**src/design/rv_pipe_defines.svh**
```systemverilog
// Datapath widths, reset PC and control-transfer stall depth
// Major opcode values of the kept RV32I instructions
`ifndef RV_PIPE_DEFINES_SVH
`define RV_PIPE_DEFINES_SVH

// Widths
`define RV_XLEN        32
`define RV_REG_W       5

// Fetch
`define RV_RESET_PC    32'h0000_0000
`define RV_CTRL_STALL  2

// Opcodes
`define RV_OP_OP       7'b0110011
`define RV_OP_IMM      7'b0010011
`define RV_OP_LUI      7'b0110111
`define RV_OP_LOAD     7'b0000011
`define RV_OP_STORE    7'b0100011
`define RV_OP_BRANCH   7'b1100011
`define RV_OP_JAL      7'b1101111

`endif
```
**src/design/rv_isa_pkg.sv**
```systemverilog
// Instruction-set types
// Data word, register index, opcode field, ALU operation,
// branch condition and writeback source
`default_nettype none
`include "rv_pipe_defines.svh"

package rv_isa_pkg;

    typedef logic [`RV_XLEN-1:0]  word_t;
    typedef logic [`RV_REG_W-1:0] reg_idx_t;
    typedef logic [6:0]           opcode_t;

    typedef enum logic [3:0] {
        ALU_ADD, ALU_SUB, ALU_AND, ALU_OR, ALU_XOR,
        ALU_SLT, ALU_SLL, ALU_SRL, ALU_SRA, ALU_PASS_B
    } alu_op_e;

    // BR_NONE marks a non-branch
    typedef enum logic [2:0] {
        BR_NONE, BR_EQ, BR_NE, BR_LT, BR_GE
    } br_cond_e;

    typedef enum logic [1:0] {
        WB_ALU, WB_MEM, WB_PC4
    } wb_sel_e;

endpackage

`default_nettype wire

```
**src/design/rv_pipe_pkg.sv**
```systemverilog
// Pipeline types
// Forwarding select, control bundle, stage-register structs,
// branch redirect and the shared forwarding mux
`default_nettype none

package rv_pipe_pkg;
    import rv_isa_pkg::*;

    typedef enum logic [1:0] {
        FWD_NONE, FWD_MEM, FWD_WB
    } fwd_sel_e;

    typedef struct packed {
        alu_op_e  alu_op;
        br_cond_e br_cond;
        logic     jump;
        logic     a_is_pc;
        logic     b_is_imm;
        logic     dram_we;
        logic     rf_we;
        wb_sel_e  wb_sel;
    } ctrl_t;

    typedef struct packed {
        logic  have_inst;
        word_t pc;
        word_t inst;
    } if_id_t;

    typedef struct packed {
        logic     have_inst;
        word_t    pc;
        word_t    rs1_val;
        word_t    rs2_val;
        word_t    imm;
        reg_idx_t rs1;
        reg_idx_t rs2;
        reg_idx_t rd;
        ctrl_t    ctrl;
    } id_ex_t;

    typedef struct packed {
        logic     have_inst;
        word_t    pc;
        word_t    alu_c;
        word_t    store_data;
        reg_idx_t rd;
        word_t    pc4;
        logic     dram_we;
        logic     rf_we;
        wb_sel_e  wb_sel;
    } ex_mem_t;

    typedef struct packed {
        logic     have_inst;
        word_t    pc;
        logic     rf_we;
        reg_idx_t rd;
        word_t    wdata;
    } mem_wb_t;

    typedef struct packed {
        logic  taken;
        word_t target;
    } redirect_t;

    // Operand pick shared by decode and execute
    function automatic word_t fwd_mux(fwd_sel_e sel, word_t rf_val, word_t mem_val,
                                      word_t wb_val);
        case (sel)
            FWD_MEM: return mem_val;
            FWD_WB:  return wb_val;
            default: return rf_val;
        endcase
    endfunction

endpackage

`default_nettype wire

```
**src/design/rv_pipe_top.sv**
```systemverilog
// Five-stage RV32I subset pipeline top
// Stage instances, register file, forwarding unit, debug outputs
`timescale 1ns/1ps
`default_nettype none

module rv_pipe_top
    import rv_isa_pkg::*;
    import rv_pipe_pkg::*;
(
    input  wire        clk_cpu,
    input  wire        arst_n_i,
    input  wire word_t irom_inst_i,
    input  wire word_t dram_rdata_i,
    output word_t      irom_addr_o,
    output word_t      dram_addr_o,
    output word_t      dram_wdata_o,
    output logic       dram_we_o,
    output logic       debug_wb_have_inst_o,
    output word_t      debug_wb_pc_o,
    output logic       debug_wb_ena_o,
    output reg_idx_t   debug_wb_reg_o,
    output word_t      debug_wb_value_o
);

    if_id_t    if_id;
    id_ex_t    id_ex;
    ex_mem_t   ex_mem;
    mem_wb_t   mem_wb;
    redirect_t redirect;
    word_t     rs1_val;
    word_t     rs2_val;
    word_t     mem_wdata;
    fwd_sel_e  id_sel1;
    fwd_sel_e  id_sel2;
    fwd_sel_e  ex_sel1;
    fwd_sel_e  ex_sel2;

    //////////////////////////////////////////////////////////////////////
    // Stages
    rv_fetch u_fetch (
        .clk_cpu     (clk_cpu),
        .arst_n_i    (arst_n_i),
        .irom_inst_i (irom_inst_i),
        .redirect_i  (redirect),
        .irom_addr_o (irom_addr_o),
        .if_id_o     (if_id)
    );

    rv_decode u_decode (
        .clk_cpu     (clk_cpu),
        .arst_n_i    (arst_n_i),
        .if_id_i     (if_id),
        .rs1_val_i   (rs1_val),
        .rs2_val_i   (rs2_val),
        .mem_wdata_i (mem_wdata),
        .wb_i        (mem_wb),
        .id_sel1_i   (id_sel1),
        .id_sel2_i   (id_sel2),
        .id_ex_o     (id_ex)
    );

    rv_regfile u_regfile (
        .clk_cpu   (clk_cpu),
        .arst_n_i  (arst_n_i),
        .rs1_i     (if_id.inst[19:15]),
        .rs2_i     (if_id.inst[24:20]),
        .wb_i      (mem_wb),
        .rs1_val_o (rs1_val),
        .rs2_val_o (rs2_val)
    );

    rv_forward u_forward (
        .if_id_i   (if_id),
        .id_ex_i   (id_ex),
        .ex_mem_i  (ex_mem),
        .mem_wb_i  (mem_wb),
        .id_sel1_o (id_sel1),
        .id_sel2_o (id_sel2),
        .ex_sel1_o (ex_sel1),
        .ex_sel2_o (ex_sel2)
    );

    rv_execute u_execute (
        .clk_cpu     (clk_cpu),
        .arst_n_i    (arst_n_i),
        .id_ex_i     (id_ex),
        .mem_wdata_i (mem_wdata),
        .wb_wdata_i  (mem_wb.wdata),
        .ex_sel1_i   (ex_sel1),
        .ex_sel2_i   (ex_sel2),
        .ex_mem_o    (ex_mem),
        .redirect_o  (redirect)
    );

    rv_memory u_memory (
        .clk_cpu      (clk_cpu),
        .arst_n_i     (arst_n_i),
        .ex_mem_i     (ex_mem),
        .dram_rdata_i (dram_rdata_i),
        .dram_addr_o  (dram_addr_o),
        .dram_wdata_o (dram_wdata_o),
        .dram_we_o    (dram_we_o),
        .mem_wdata_o  (mem_wdata),
        .mem_wb_o     (mem_wb)
    );

    // Writeback debug view
    assign debug_wb_have_inst_o = mem_wb.have_inst;
    assign debug_wb_pc_o        = mem_wb.pc;
    assign debug_wb_ena_o       = mem_wb.rf_we;
    assign debug_wb_reg_o       = mem_wb.rd;
    assign debug_wb_value_o     = mem_wb.wdata;

endmodule

`default_nettype wire

```
**src/design/rv_memory.sv**
```systemverilog
// Memory stage
// Data memory drive, writeback value select, MEM/WB register
`timescale 1ns/1ps
`default_nettype none

module rv_memory
    import rv_isa_pkg::*;
    import rv_pipe_pkg::*;
(
    input  wire          clk_cpu,
    input  wire          arst_n_i,
    input  wire ex_mem_t ex_mem_i,
    input  wire word_t   dram_rdata_i,
    output word_t        dram_addr_o,
    output word_t        dram_wdata_o,
    output logic         dram_we_o,
    output word_t        mem_wdata_o,
    output mem_wb_t      mem_wb_o
);

    assign dram_addr_o  = ex_mem_i.alu_c;
    assign dram_wdata_o = ex_mem_i.store_data;
    assign dram_we_o    = ex_mem_i.dram_we;

    // Also feeds the MEM-stage forward path, load data included
    always_comb begin
        case (ex_mem_i.wb_sel)
            WB_MEM:  mem_wdata_o = dram_rdata_i;
            WB_PC4:  mem_wdata_o = ex_mem_i.pc4;
            default: mem_wdata_o = ex_mem_i.alu_c;
        endcase
    end

    always_ff @(posedge clk_cpu or negedge arst_n_i) begin
        if (!arst_n_i) begin
            mem_wb_o <= '0;
        end else begin
            mem_wb_o.have_inst <= ex_mem_i.have_inst;
            mem_wb_o.pc        <= ex_mem_i.pc;
            mem_wb_o.rf_we     <= ex_mem_i.rf_we;
            mem_wb_o.rd        <= ex_mem_i.rd;
            mem_wb_o.wdata     <= mem_wdata_o;
        end
    end

endmodule

`default_nettype wire

```
**src/design/rv_execute.sv**
```systemverilog
// Execute stage
// Execute-side forwarding, ALU, branch compare, redirect to fetch,
// EX/MEM register
`timescale 1ns/1ps
`default_nettype none

module rv_execute
    import rv_isa_pkg::*;
    import rv_pipe_pkg::*;
(
    input  wire           clk_cpu,
    input  wire           arst_n_i,
    input  wire id_ex_t   id_ex_i,
    input  wire word_t    mem_wdata_i,
    input  wire word_t    wb_wdata_i,
    input  wire fwd_sel_e ex_sel1_i,
    input  wire fwd_sel_e ex_sel2_i,
    output ex_mem_t       ex_mem_o,
    output redirect_t     redirect_o
);

    ctrl_t ctrl;
    word_t src_a;
    word_t src_b;
    word_t alu_a;
    word_t alu_b;
    word_t alu_c;
    logic  br_met;

    assign ctrl  = id_ex_i.ctrl;
    assign src_a = fwd_mux(ex_sel1_i, id_ex_i.rs1_val, mem_wdata_i, wb_wdata_i);
    assign src_b = fwd_mux(ex_sel2_i, id_ex_i.rs2_val, mem_wdata_i, wb_wdata_i);
    assign alu_a = ctrl.a_is_pc ? id_ex_i.pc : src_a;
    assign alu_b = ctrl.b_is_imm ? id_ex_i.imm : src_b;

    //////////////////////////////////////////////////////////////////////
    // ALU
    always_comb begin
        case (ctrl.alu_op)
            ALU_ADD:    alu_c = alu_a + alu_b;
            ALU_SUB:    alu_c = alu_a - alu_b;
            ALU_AND:    alu_c = alu_a & alu_b;
            ALU_OR:     alu_c = alu_a | alu_b;
            ALU_XOR:    alu_c = alu_a ^ alu_b;
            ALU_SLT:    alu_c = word_t'($signed(alu_a) < $signed(alu_b));
            ALU_SLL:    alu_c = alu_a << alu_b[4:0];
            ALU_SRL:    alu_c = alu_a >> alu_b[4:0];
            ALU_SRA:    alu_c = word_t'($signed(alu_a) >>> alu_b[4:0]);
            ALU_PASS_B: alu_c = alu_b;
            default:    alu_c = '0;
        endcase
    end

    // Branch compare on the forwarded register values
    always_comb begin
        case (ctrl.br_cond)
            BR_EQ:   br_met = (src_a == src_b);
            BR_NE:   br_met = (src_a != src_b);
            BR_LT:   br_met = ($signed(src_a) < $signed(src_b));
            BR_GE:   br_met = ($signed(src_a) >= $signed(src_b));
            default: br_met = 1'b0;
        endcase
    end

    // Target is pc + imm out of the ALU
    assign redirect_o.taken  = ctrl.jump || br_met;
    assign redirect_o.target = alu_c;

    //////////////////////////////////////////////////////////////////////
    // EX/MEM register
    always_ff @(posedge clk_cpu or negedge arst_n_i) begin
        if (!arst_n_i) begin
            ex_mem_o <= '0;
        end else begin
            ex_mem_o.have_inst  <= id_ex_i.have_inst;
            ex_mem_o.pc         <= id_ex_i.pc;
            ex_mem_o.alu_c      <= alu_c;
            ex_mem_o.store_data <= src_b;
            ex_mem_o.rd         <= id_ex_i.rd;
            ex_mem_o.pc4        <= id_ex_i.pc + word_t'(4);
            ex_mem_o.dram_we    <= ctrl.dram_we;
            ex_mem_o.rf_we      <= ctrl.rf_we;
            ex_mem_o.wb_sel     <= ctrl.wb_sel;
        end
    end

endmodule

`default_nettype wire

```
**src/design/rv_decode.sv**
```systemverilog
// Decode stage
// Control decode, immediate build, decode-side forwarding,
// ID/EX register
`timescale 1ns/1ps
`default_nettype none
`include "rv_pipe_defines.svh"

module rv_decode
    import rv_isa_pkg::*;
    import rv_pipe_pkg::*;
(
    input  wire           clk_cpu,
    input  wire           arst_n_i,
    input  wire if_id_t   if_id_i,
    input  wire word_t    rs1_val_i,
    input  wire word_t    rs2_val_i,
    input  wire word_t    mem_wdata_i,
    input  wire mem_wb_t  wb_i,
    input  wire fwd_sel_e id_sel1_i,
    input  wire fwd_sel_e id_sel2_i,
    output id_ex_t        id_ex_o
);

    word_t      inst;
    opcode_t    opcode;
    logic [2:0] funct3;
    reg_idx_t   rd;
    word_t      imm;
    ctrl_t      ctrl;

    assign inst   = if_id_i.inst;
    assign opcode = inst[6:0];
    assign funct3 = inst[14:12];
    assign rd     = inst[11:7];

    // SUB exists only in the register form
    function automatic alu_op_e alu_decode(logic [2:0] f3, logic f7b5, logic is_reg);
        case (f3)
            3'b000:  return (is_reg && f7b5) ? ALU_SUB : ALU_ADD;
            3'b001:  return ALU_SLL;
            3'b010:  return ALU_SLT;
            3'b100:  return ALU_XOR;
            3'b101:  return f7b5 ? ALU_SRA : ALU_SRL;
            3'b110:  return ALU_OR;
            3'b111:  return ALU_AND;
            default: return ALU_ADD;
        endcase
    endfunction

    //////////////////////////////////////////////////////////////////////
    // Controls and immediates
    always_comb begin
        ctrl = '0;
        imm  = '0;
        if (if_id_i.have_inst) begin
            case (opcode)
                `RV_OP_OP: begin
                    ctrl.alu_op = alu_decode(funct3, inst[30], 1'b1);
                    ctrl.rf_we  = 1'b1;
                end
                `RV_OP_IMM: begin
                    ctrl.alu_op   = alu_decode(funct3, inst[30], 1'b0);
                    ctrl.b_is_imm = 1'b1;
                    ctrl.rf_we    = 1'b1;
                    imm           = {{20{inst[31]}}, inst[31:20]};
                end
                `RV_OP_LUI: begin
                    ctrl.alu_op   = ALU_PASS_B;
                    ctrl.b_is_imm = 1'b1;
                    ctrl.rf_we    = 1'b1;
                    imm           = {inst[31:12], 12'b0};
                end
                `RV_OP_LOAD: begin
                    ctrl.b_is_imm = 1'b1;
                    ctrl.rf_we    = 1'b1;
                    ctrl.wb_sel   = WB_MEM;
                    imm           = {{20{inst[31]}}, inst[31:20]};
                end
                `RV_OP_STORE: begin
                    ctrl.b_is_imm = 1'b1;
                    ctrl.dram_we  = 1'b1;
                    imm           = {{20{inst[31]}}, inst[31:25], inst[11:7]};
                end
                `RV_OP_BRANCH: begin
                    // ALU forms the target, compare uses the register operands
                    ctrl.a_is_pc  = 1'b1;
                    ctrl.b_is_imm = 1'b1;
                    imm = {{19{inst[31]}}, inst[31], inst[7], inst[30:25], inst[11:8], 1'b0};
                    case (funct3)
                        3'b000:  ctrl.br_cond = BR_EQ;
                        3'b001:  ctrl.br_cond = BR_NE;
                        3'b100:  ctrl.br_cond = BR_LT;
                        3'b101:  ctrl.br_cond = BR_GE;
                        default: ctrl.br_cond = BR_NONE;
                    endcase
                end
                `RV_OP_JAL: begin
                    ctrl.jump     = 1'b1;
                    ctrl.a_is_pc  = 1'b1;
                    ctrl.b_is_imm = 1'b1;
                    ctrl.rf_we    = 1'b1;
                    ctrl.wb_sel   = WB_PC4;
                    imm = {{11{inst[31]}}, inst[31], inst[19:12], inst[20], inst[30:21], 1'b0};
                end
                default: begin
                    ctrl = '0;
                end
            endcase
            // No writes to x0
            if (rd == '0) begin
                ctrl.rf_we = 1'b0;
            end
        end
    end

    //////////////////////////////////////////////////////////////////////
    // ID/EX register
    always_ff @(posedge clk_cpu or negedge arst_n_i) begin
        if (!arst_n_i) begin
            id_ex_o <= '0;
        end else begin
            id_ex_o.have_inst <= if_id_i.have_inst;
            id_ex_o.pc        <= if_id_i.pc;
            id_ex_o.rs1_val   <= fwd_mux(id_sel1_i, rs1_val_i, mem_wdata_i, wb_i.wdata);
            id_ex_o.rs2_val   <= fwd_mux(id_sel2_i, rs2_val_i, mem_wdata_i, wb_i.wdata);
            id_ex_o.imm       <= imm;
            id_ex_o.rs1       <= inst[19:15];
            id_ex_o.rs2       <= inst[24:20];
            id_ex_o.rd        <= rd;
            id_ex_o.ctrl      <= ctrl;
        end
    end

endmodule

`default_nettype wire

```
**src/design/rv_forward.sv**
```systemverilog
// Forwarding unit
// Source selects for decode and execute operands, MEM before WB
`timescale 1ns/1ps
`default_nettype none

module rv_forward
    import rv_isa_pkg::*;
    import rv_pipe_pkg::*;
(
    input  wire if_id_t  if_id_i,
    input  wire id_ex_t  id_ex_i,
    input  wire ex_mem_t ex_mem_i,
    input  wire mem_wb_t mem_wb_i,
    output fwd_sel_e     id_sel1_o,
    output fwd_sel_e     id_sel2_o,
    output fwd_sel_e     ex_sel1_o,
    output fwd_sel_e     ex_sel2_o
);

    function automatic fwd_sel_e pick(reg_idx_t src, ex_mem_t em, mem_wb_t mw);
        if ((src != '0) && em.rf_we && (em.rd == src)) begin
            return FWD_MEM;
        end
        if ((src != '0) && mw.rf_we && (mw.rd == src)) begin
            return FWD_WB;
        end
        return FWD_NONE;
    endfunction

    // Decode side reads straight from the fetched word
    assign id_sel1_o = pick(if_id_i.inst[19:15], ex_mem_i, mem_wb_i);
    assign id_sel2_o = pick(if_id_i.inst[24:20], ex_mem_i, mem_wb_i);
    assign ex_sel1_o = pick(id_ex_i.rs1, ex_mem_i, mem_wb_i);
    assign ex_sel2_o = pick(id_ex_i.rs2, ex_mem_i, mem_wb_i);

endmodule

`default_nettype wire

```
**src/design/rv_regfile.sv**
```systemverilog
// Register file
// 31 writable registers, x0 reads as zero, two read ports
`timescale 1ns/1ps
`default_nettype none

module rv_regfile
    import rv_isa_pkg::*;
    import rv_pipe_pkg::*;
(
    input  wire           clk_cpu,
    input  wire           arst_n_i,
    input  wire reg_idx_t rs1_i,
    input  wire reg_idx_t rs2_i,
    input  wire mem_wb_t  wb_i,
    output word_t         rs1_val_o,
    output word_t         rs2_val_o
);

    word_t regs_q [1:31];

    always_ff @(posedge clk_cpu or negedge arst_n_i) begin
        if (!arst_n_i) begin
            for (int i = 1; i < 32; i++) begin
                regs_q[i] <= '0;
            end
        end else if (wb_i.rf_we && (wb_i.rd != '0)) begin
            regs_q[wb_i.rd] <= wb_i.wdata;
        end
    end

    // Old value on a same-cycle write
    assign rs1_val_o = (rs1_i == '0) ? '0 : regs_q[rs1_i];
    assign rs2_val_o = (rs2_i == '0) ? '0 : regs_q[rs2_i];

endmodule

`default_nettype wire

```
**src/design/rv_fetch.sv**
```systemverilog
// Fetch stage
// PC register, stall FSM for branches and JAL, IF/ID register
`timescale 1ns/1ps
`default_nettype none
`include "rv_pipe_defines.svh"

module rv_fetch
    import rv_isa_pkg::*;
    import rv_pipe_pkg::*;
(
    input  wire            clk_cpu,
    input  wire            arst_n_i,
    input  wire word_t     irom_inst_i,
    input  wire redirect_t redirect_i,
    output word_t          irom_addr_o,
    output if_id_t         if_id_o
);

    typedef enum logic [1:0] {RUN, WAIT1, WAIT2} fetch_state_e;

    fetch_state_e state_q;
    word_t        pc_q;
    logic [1:0]   wait_cnt_q;
    opcode_t      opcode;
    logic         is_ctrl;

    assign opcode      = irom_inst_i[6:0];
    assign is_ctrl     = (opcode == `RV_OP_BRANCH) || (opcode == `RV_OP_JAL);
    assign irom_addr_o = pc_q;

    //////////////////////////////////////////////////////////////////////
    // PC and stall FSM
    always_ff @(posedge clk_cpu or negedge arst_n_i) begin
        if (!arst_n_i) begin
            state_q    <= RUN;
            pc_q       <= `RV_RESET_PC;
            wait_cnt_q <= '0;
        end else begin
            case (state_q)
                RUN: begin
                    pc_q <= pc_q + word_t'(4);
                    if (is_ctrl) begin
                        state_q    <= WAIT1;
                        wait_cnt_q <= '0;
                    end
                end
                WAIT1: begin
                    wait_cnt_q <= wait_cnt_q + 2'd1;
                    if (wait_cnt_q == 2'(`RV_CTRL_STALL - 2)) begin
                        state_q <= WAIT2;
                    end
                end
                default: begin
                    // Transfer sits in execute this cycle
                    if (redirect_i.taken) begin
                        pc_q <= redirect_i.target;
                    end
                    state_q <= RUN;
                end
            endcase
        end
    end

    //////////////////////////////////////////////////////////////////////
    // IF/ID register
    always_ff @(posedge clk_cpu or negedge arst_n_i) begin
        if (!arst_n_i) begin
            if_id_o <= '0;
        end else begin
            if_id_o.have_inst <= (state_q == RUN);
            if_id_o.pc        <= pc_q;
            if_id_o.inst      <= irom_inst_i;
        end
    end

endmodule

`default_nettype wire

```
**config.mk**
```make
export PLATFORM = sky130hd
export DESIGN_NAME = rv_pipe_top
export DESIGN_NICKNAME = d
export VERILOG_FILES = /design/src/design/rv_isa_pkg.sv /design/src/design/rv_pipe_pkg.sv /design/src/design/rv_pipe_top.sv /design/src/design/rv_memory.sv /design/src/design/rv_execute.sv /design/src/design/rv_decode.sv /design/src/design/rv_forward.sv /design/src/design/rv_regfile.sv /design/src/design/rv_fetch.sv
export VERILOG_INCLUDE_DIRS = /design/src /design/src/design
export SDC_FILE = /design/constraint.sdc
export NUM_CORES = 2
export LEC_CHECK = 0
export BUFFER_PORTS_ARGS = -buffer_cell sky130_fd_sc_hd__buf_4
export CAP_MARGIN = 20
export CORE_MARGIN = 5
export CORE_UTILIZATION = 40
export DETAILED_ROUTE_END_ITERATION = 10
export MAX_ROUTING_LAYER = met4
export SETUP_SLACK_MARGIN = 0.4
export SYNTH_ARGS = -nofsm -noshare
export SYNTH_HDL_FRONTEND = slang
export SYNTH_SLANG_ARGS = --single-unit
```
**constraint.sdc**
```tcl
create_clock -name clk_cpu -period 12.5 [get_ports clk_cpu]
set_input_delay 1.25 -clock clk_cpu [delete_from_list [all_inputs] [get_ports clk_cpu]]
set_output_delay 1.25 -clock clk_cpu [all_outputs]
set_load 0.005 [all_outputs]
```
# After elaboration in Yosys (flattened, before gate mapping)

Index checks and enable logic that the tools add are counted.

Logic and storage cells: 253
Input bits: 66
Output and inout port bits: 168
Register bits after elaboration: 1,460

Bitwise operators: 7
Mux-type cells: 72
Add/subtract/negate cells: 5
Magnitude comparators: 7
Shift-type cells: 3
Equality and inequality tests: 51
Reduce and logical (&&, ||, !) cells: 41

Operators with widths:

| cell                                          | count |
|---|---|
| bitwise mux 992 bit                           | 1 |
| one-hot mux 32 bit (2 select lines)           | 6 |
| two-way mux 32 bit                            | 11 |
| binary-select mux 32 bit (select 5 bit)       | 2 |
| one-hot mux 32 bit (10 select lines)          | 1 |
| demux 32 bit (select 5 bit)                   | 1 |
| one-hot mux 32 bit (5 select lines)           | 1 |
| adder 32 x 3 -> 32 bit, second input constant | 2 |
| less-than comparator 32 bit                   | 2 |
| == test 5 bit                                 | 8 |
| two-way mux 2 bit                             | 19 |
| adder 32 bit                                  | 1 |
| AND 32 bit                                    | 1 |
| == test 32 bit                                | 1 |
| >= comparator 32 bit                          | 1 |
| != test 32 bit                                | 1 |
| bitwise OR 32 bit                             | 1 |
| << shifter 32 x 5 -> 32 bit                   | 1 |
| >> shifter 32 x 5 -> 32 bit                   | 1 |
| >>> shifter 32 x 5 -> 32 bit                  | 1 |
| subtractor 32 bit                             | 1 |
| bitwise XOR 32 bit                            | 1 |
| == test 7 bit, second input constant          | 4 |
| one-hot mux 4 bit (7 select lines)            | 1 |
| other kinds (39)                              | 116 |

# Logic depth before layout (Yosys ltp)

Depth in word-level cells: 14
Gate-level depth with buffers: 28
Gate-level depth less buffers: 23

# Cells and area by module

From an unflattened synthesis, not the netlist that was laid out.

Cell total of the unflattened synthesis: 7,292
Area total of the unflattened synthesis: 82,475.4 µm²

By module, submodules not included:

| module     | sequential area each (µm²) | times used | cells each | area each (µm²) |
|---|---|---|---|---|
| rv_regfile | 24,823.8                   | 1          | 4,063      | 53,218.5 |
| rv_execute | 3,403.3                    | 1          | 2,076      | 16,052.9 |
| rv_decode  | 3,928.8                    | 1          | 527        | 5,918.2 |
| rv_fetch   | 2,527.4                    | 1          | 300        | 3,732.3 |
| rv_memory  | 1,776.7                    | 1          | 249        | 2,909.0 |
| rv_forward | 0.0                        | 1          | 77         | 644.4 |

# Worst setup path before layout

No wires, ideal clock.

Path kind: in2reg
Start point: input port dram_rdata_i[1]
End point: register u_fetch.pc_q[25] (netlist: u_fetch.irom_addr_o[25])
Path buffers: 3
Setup time: 0.125 ns
Cell stages on the path: 21
Path slack: 6.124 ns
Data required time: 12.375 ns
Arrival: 6.251 ns
Cells stage by stage: a22oi_1 o21ai_0 nor3_1 a311oi_1 a21o_1 buf_2 buf_1 buf_1 ha_1 a21oi_1 o21bai_1 a211oi_1 or2_2 o41ai_1 a41o_1 a21oi_1 o21ai_0 a21oi_1 a2bb2oi_1 or4_4 mux2_2

RTL lines:

| element              | line              | source |
|---|---|---|
| start, declared      | rv_pipe_top.sv:13 | `input wire word_t dram_rdata_i,` |
| end signal, assigned | rv_fetch.sv:36    | `` pc_q <= `RV_RESET_PC; `` |
| end signal, assigned | rv_fetch.sv:41    | `pc_q <= pc_q + word_t'(4);` |
| end signal, assigned | rv_fetch.sv:56    | `pc_q <= redirect_i.target;` |
| end, declared        | rv_fetch.sv:22    | `word_t pc_q;` |

==> summary.md <==
| Metric | Value |
|---|---|
| Status | `finished clean` |
| Worst r2r src | `u_memory.mem_wb_o[36]` |
| H-tree depth | `4` |
| Share of cells above drive strength 1 | `39.7%` |
| Post-Syn Nets | `6503` |
| RSZ-0062 raised after global routing | `no` |
| Fill count | `18.2k` |
| Kind of critical path | `reg2reg` |
| Die extent in x | `462 um` |
| Ys flop type | `dfrtp_1` |
| I/O Buffers | `233` |
| Ranking of synthesized cells by area | `dfrtp_1 (45%), mux4_2 (16%), mux2_2 (15%)` |
| Syn Area/Cell | `13.0 sq um` |
| Maximum achievable frequency | `0.122 GHz` |
| Setup Total Neg Slack | `0 ps` |
| Total CTS buffers | `159` |
| CTS tree | `yes` |
| Clock root buffer | `clkbuf_16` |
| Post-synthesis sequential area ratio | `44.6%` |
| CTS resizes | `0` |
| Routability Congestion | `1.04` |
| Finished Core Util | `45.0%` |
| Die ar. | `214000 sq um` |
| DR vias/cell | `6.47` |
| Final setup violation count | `0` |
| Post-DP HPWL | `218 mm` |
| Number of global-route vias before repair | `59.4k` |
| Post-synth EDFFs | `0` |
| Total GRT Usage | `31.5%` |
| Synth unique cells | `93` |
| Initial drt markers | `6008` |
| PnR worst setup slack | `4320 ps` |
| Post-synth top area share | `44.6%` |
| Synth warn | `0` |
| Async SR Flop Fraction | `100%` |
| Routed length per instance | `36.0 um` |
| Io pins | `234` |
| Mapped Area | `81800 sq um` |
| Hold EP | `u_decode.id_ex_o[131]` |
| Via count | `59.0k` |
| # hold bufs at CTS | `0` |
| Reg-to-Reg End | `u_fetch.irom_addr_o[26]` |
| Final period demand of the worst path | `8180 ps` |
| First-pass GRT wire length | `466 mm` |
| Worst-path clk slew | `60 ps` |
| Reg2reg path depth | `21` |
| CP endpoint kind | `flop` |
| Die H | `462 um` |
| Dominant cell type by area after synthesis | `dfrtp_1` |
| CTS max path bufs | `3` |
| Reg-to-reg setup timing slack | `4320 ps` |
| Worst Path Arrival | `8900 ps` |
| IR drop worst, VDD | `133 uV` |
| Power density over cell area | `123 nW/um^2` |
| Fin crit share | `65.5%` |
| Row cnt | `166` |
| Largest net degree at the start of global routing | `173` |
| # Max-Cap Violations | `0` |
| CP startpoint kind | `flop` |
| Final Hold Fails | `0` |
| Clock Skew | `35.5 ps` |
| Overflow after GRT | `0` |
| Critical Path RT | `13220 ps` |
| Setup Buffers After CTS | `0` |
| Place WS | `4580 ps` |
| Tightest Hold Check Type | `reg2reg` |
| Final slew viol count | `0` |
| Hold Path Cell Cnt | `0` |
| Initial antenna violation count | `12` |
| DRC violations left | `0` |
| Slew headroom | `18.0%` |
| Routed Wire Length | `328 mm` |
| Routed Antenna Nets | `0` |
| Area delta synth->final | `12.3%` |
| DR pass1 iterations | `7` |
| Core Area | `204000 sq um` |
| Lkg Pwr | `0.0410 uW` |
| Hold_sp | `u_fetch.if_id_o[38]` |
| Worst Tran Pin Value | `1220 ps` |
| NumNets Final | `6499` |
| Worst-path fanout max | `18` |
| Synth cell count leaders | `dfrtp_1 (1457), mux2_2 (1113), mux4_2 (594), clkbuf_1 (398), nand2_1 (288)` |
| Clock sink count | `1457` |
| Syn Inst Count | `6300` |
| Initial core utilization | `40.1%` |
| Count leader, synth | `dfrtp_1` |
| Worst-Skew Late Latency | `850 ps` |
| Flops & latches, synth | `1457` |
## where the power goes
| group | internal (uW) | leakage (uW) | total (uW) | switching [uW] |
|---|---|---|---|---|
| registers | 4940 | 0.0194 | 5300 | 359 |
| logic | 404 | 0.0189 | 1110 | 704 |
| clock network | 2790 | 0.00263 | 4860 | 2060 |
| total | 8130 | 0.0410 | 11300 | 3130 |
## placed cells by master, fill, tap and decap left out, types with 20 or more instances in the layout
cell type and count:
o21ai_0 204, xnor2_1 71, clkbuf_8 33, and3_1 25, nor2_1 144, nand4_1 63
nor3_1 75, nand3_1 67, inv_1 141, xor2_1 24, o22ai_1 20, nand2_1 272
o21a_1 22, a31oi_1 52, a221oi_1 30, and2_1 22, a211oi_1 53, a21o_1 34
ha_1 134, mux2i_1 222, dfrtp_1 1446, mux4_2 594, o21ai_1 20, a22o_1 67
o31ai_1 48, clkinv_2 27, buf_4 452, a22oi_1 101, o221ai_1 36, a21oi_1 172
clkbuf_1 34, o211ai_1 23, mux2_2 1113, clkbuf_16 161
## layout make-up
class                      instances  area (sq um)  area share (%)
antenna                            8          20.0          0.0218
clock buffer                     228          4610            5.02
clock inverter                    57           739           0.805
inverter                         151           567           0.617
multi-input combinational       4059         42400            46.1
sequential                      1457         36500            39.7
tap                             2688          3360            3.66
timing repair buffer             468          3680            4.01
## cells by family (layout without fill, tap and decap cells)
group | Yosys count | in the layout | synth area share (%)
compound gates | 1042 | 1042 | 8.77
xor+xnor | 95 | 95 | 1.02
fa+ha+maj | 137 | 137 | 2.11
buf+inv | 784 | 904 | 4.01
flops | 1457 | 1457 | 44.6
mux | 1937 | 1937 | 34.5
other cells | 0 | 8 | 0
simple gates | 848 | 848 | 4.97
## stage by stage
stage | total power (uW) | hold WS, ps | instances | area [sq um]
5_1_grt | 11600 | 350 | 9114 | 91800
6_report | 11300 | 338 | 9116 | 91800
2_1_floorplan | 5720 | 331 | 6300 | 81800
3_5_place_dp | 6480 | 335 | 8818 | 86400
4_1_cts | 11300 | 345 | 9103 | 91800
3_3_place_gp | 6480 | 332 | 8816 | 86400
## how the worst max path moves through the flow
| stage | startpoint | cells after the start | slack, ps | to |
|---|---|---|---|---|
| after global placement | u_memory.mem_wb_o[33] | 22 | 4850 | u_fetch.irom_addr_o[30] |
| after floorplan | dram_rdata_i[1] | 21 | 6120 | u_fetch.irom_addr_o[25] |
| after global routing | u_memory.mem_wb_o[34] | 22 | 4170 | u_fetch.irom_addr_o[30] |
| final | u_memory.mem_wb_o[36] | 21 | 4320 | u_fetch.irom_addr_o[26] |
| after CTS | u_memory.mem_wb_o[34] | 21 | 4530 | u_fetch.irom_addr_o[26] |
| after detailed placement | u_memory.mem_wb_o[34] | 21 | 4580 | u_fetch.irom_addr_o[26] |
## per-layer routing
layer	share of wire (%)	vias to the layer above	GRT usage, %	wire length, um
li1	-	23900	-	-
met1	40	31500	39.9	131000
met2	46	2799	48.3	152000
met3	7.0	692	5.38	22800
met4	6.8	0	17.4	22300
met5	0	-	-	0
## sequential cells by signal (all words and copies together), names as in the netlist
signal	count
u_regfile.regs_q	992
u_decode.id_ex_o	157
u_execute.ex_mem_o	136
u_memory.mem_wb_o	71
u_fetch.if_id_o	65
u_fetch.irom_addr_o	32
u_fetch.state_q	2
u_fetch.wait_cnt_q	2
## critical path: stages, from the launching register on
cell and delay [ps]:
dfrtp_1 660, xnor2_1 200, nand4_1 280, nor3_2 860, buf_4 550, mux2i_1 150, o21ai_0 680, inv_1 160
o21ai_0 670, ha_1 520, nor4_1 490, nand2_1 160, nor4_1 220, o21ai_0 190, a311oi_1 590, o31a_1 350
a21o_1 150, a21oi_1 70, a221o_1 350, nand2_1 110, o311ai_0 320, o21a_1 290
Power figures use the tool's default switching activity.
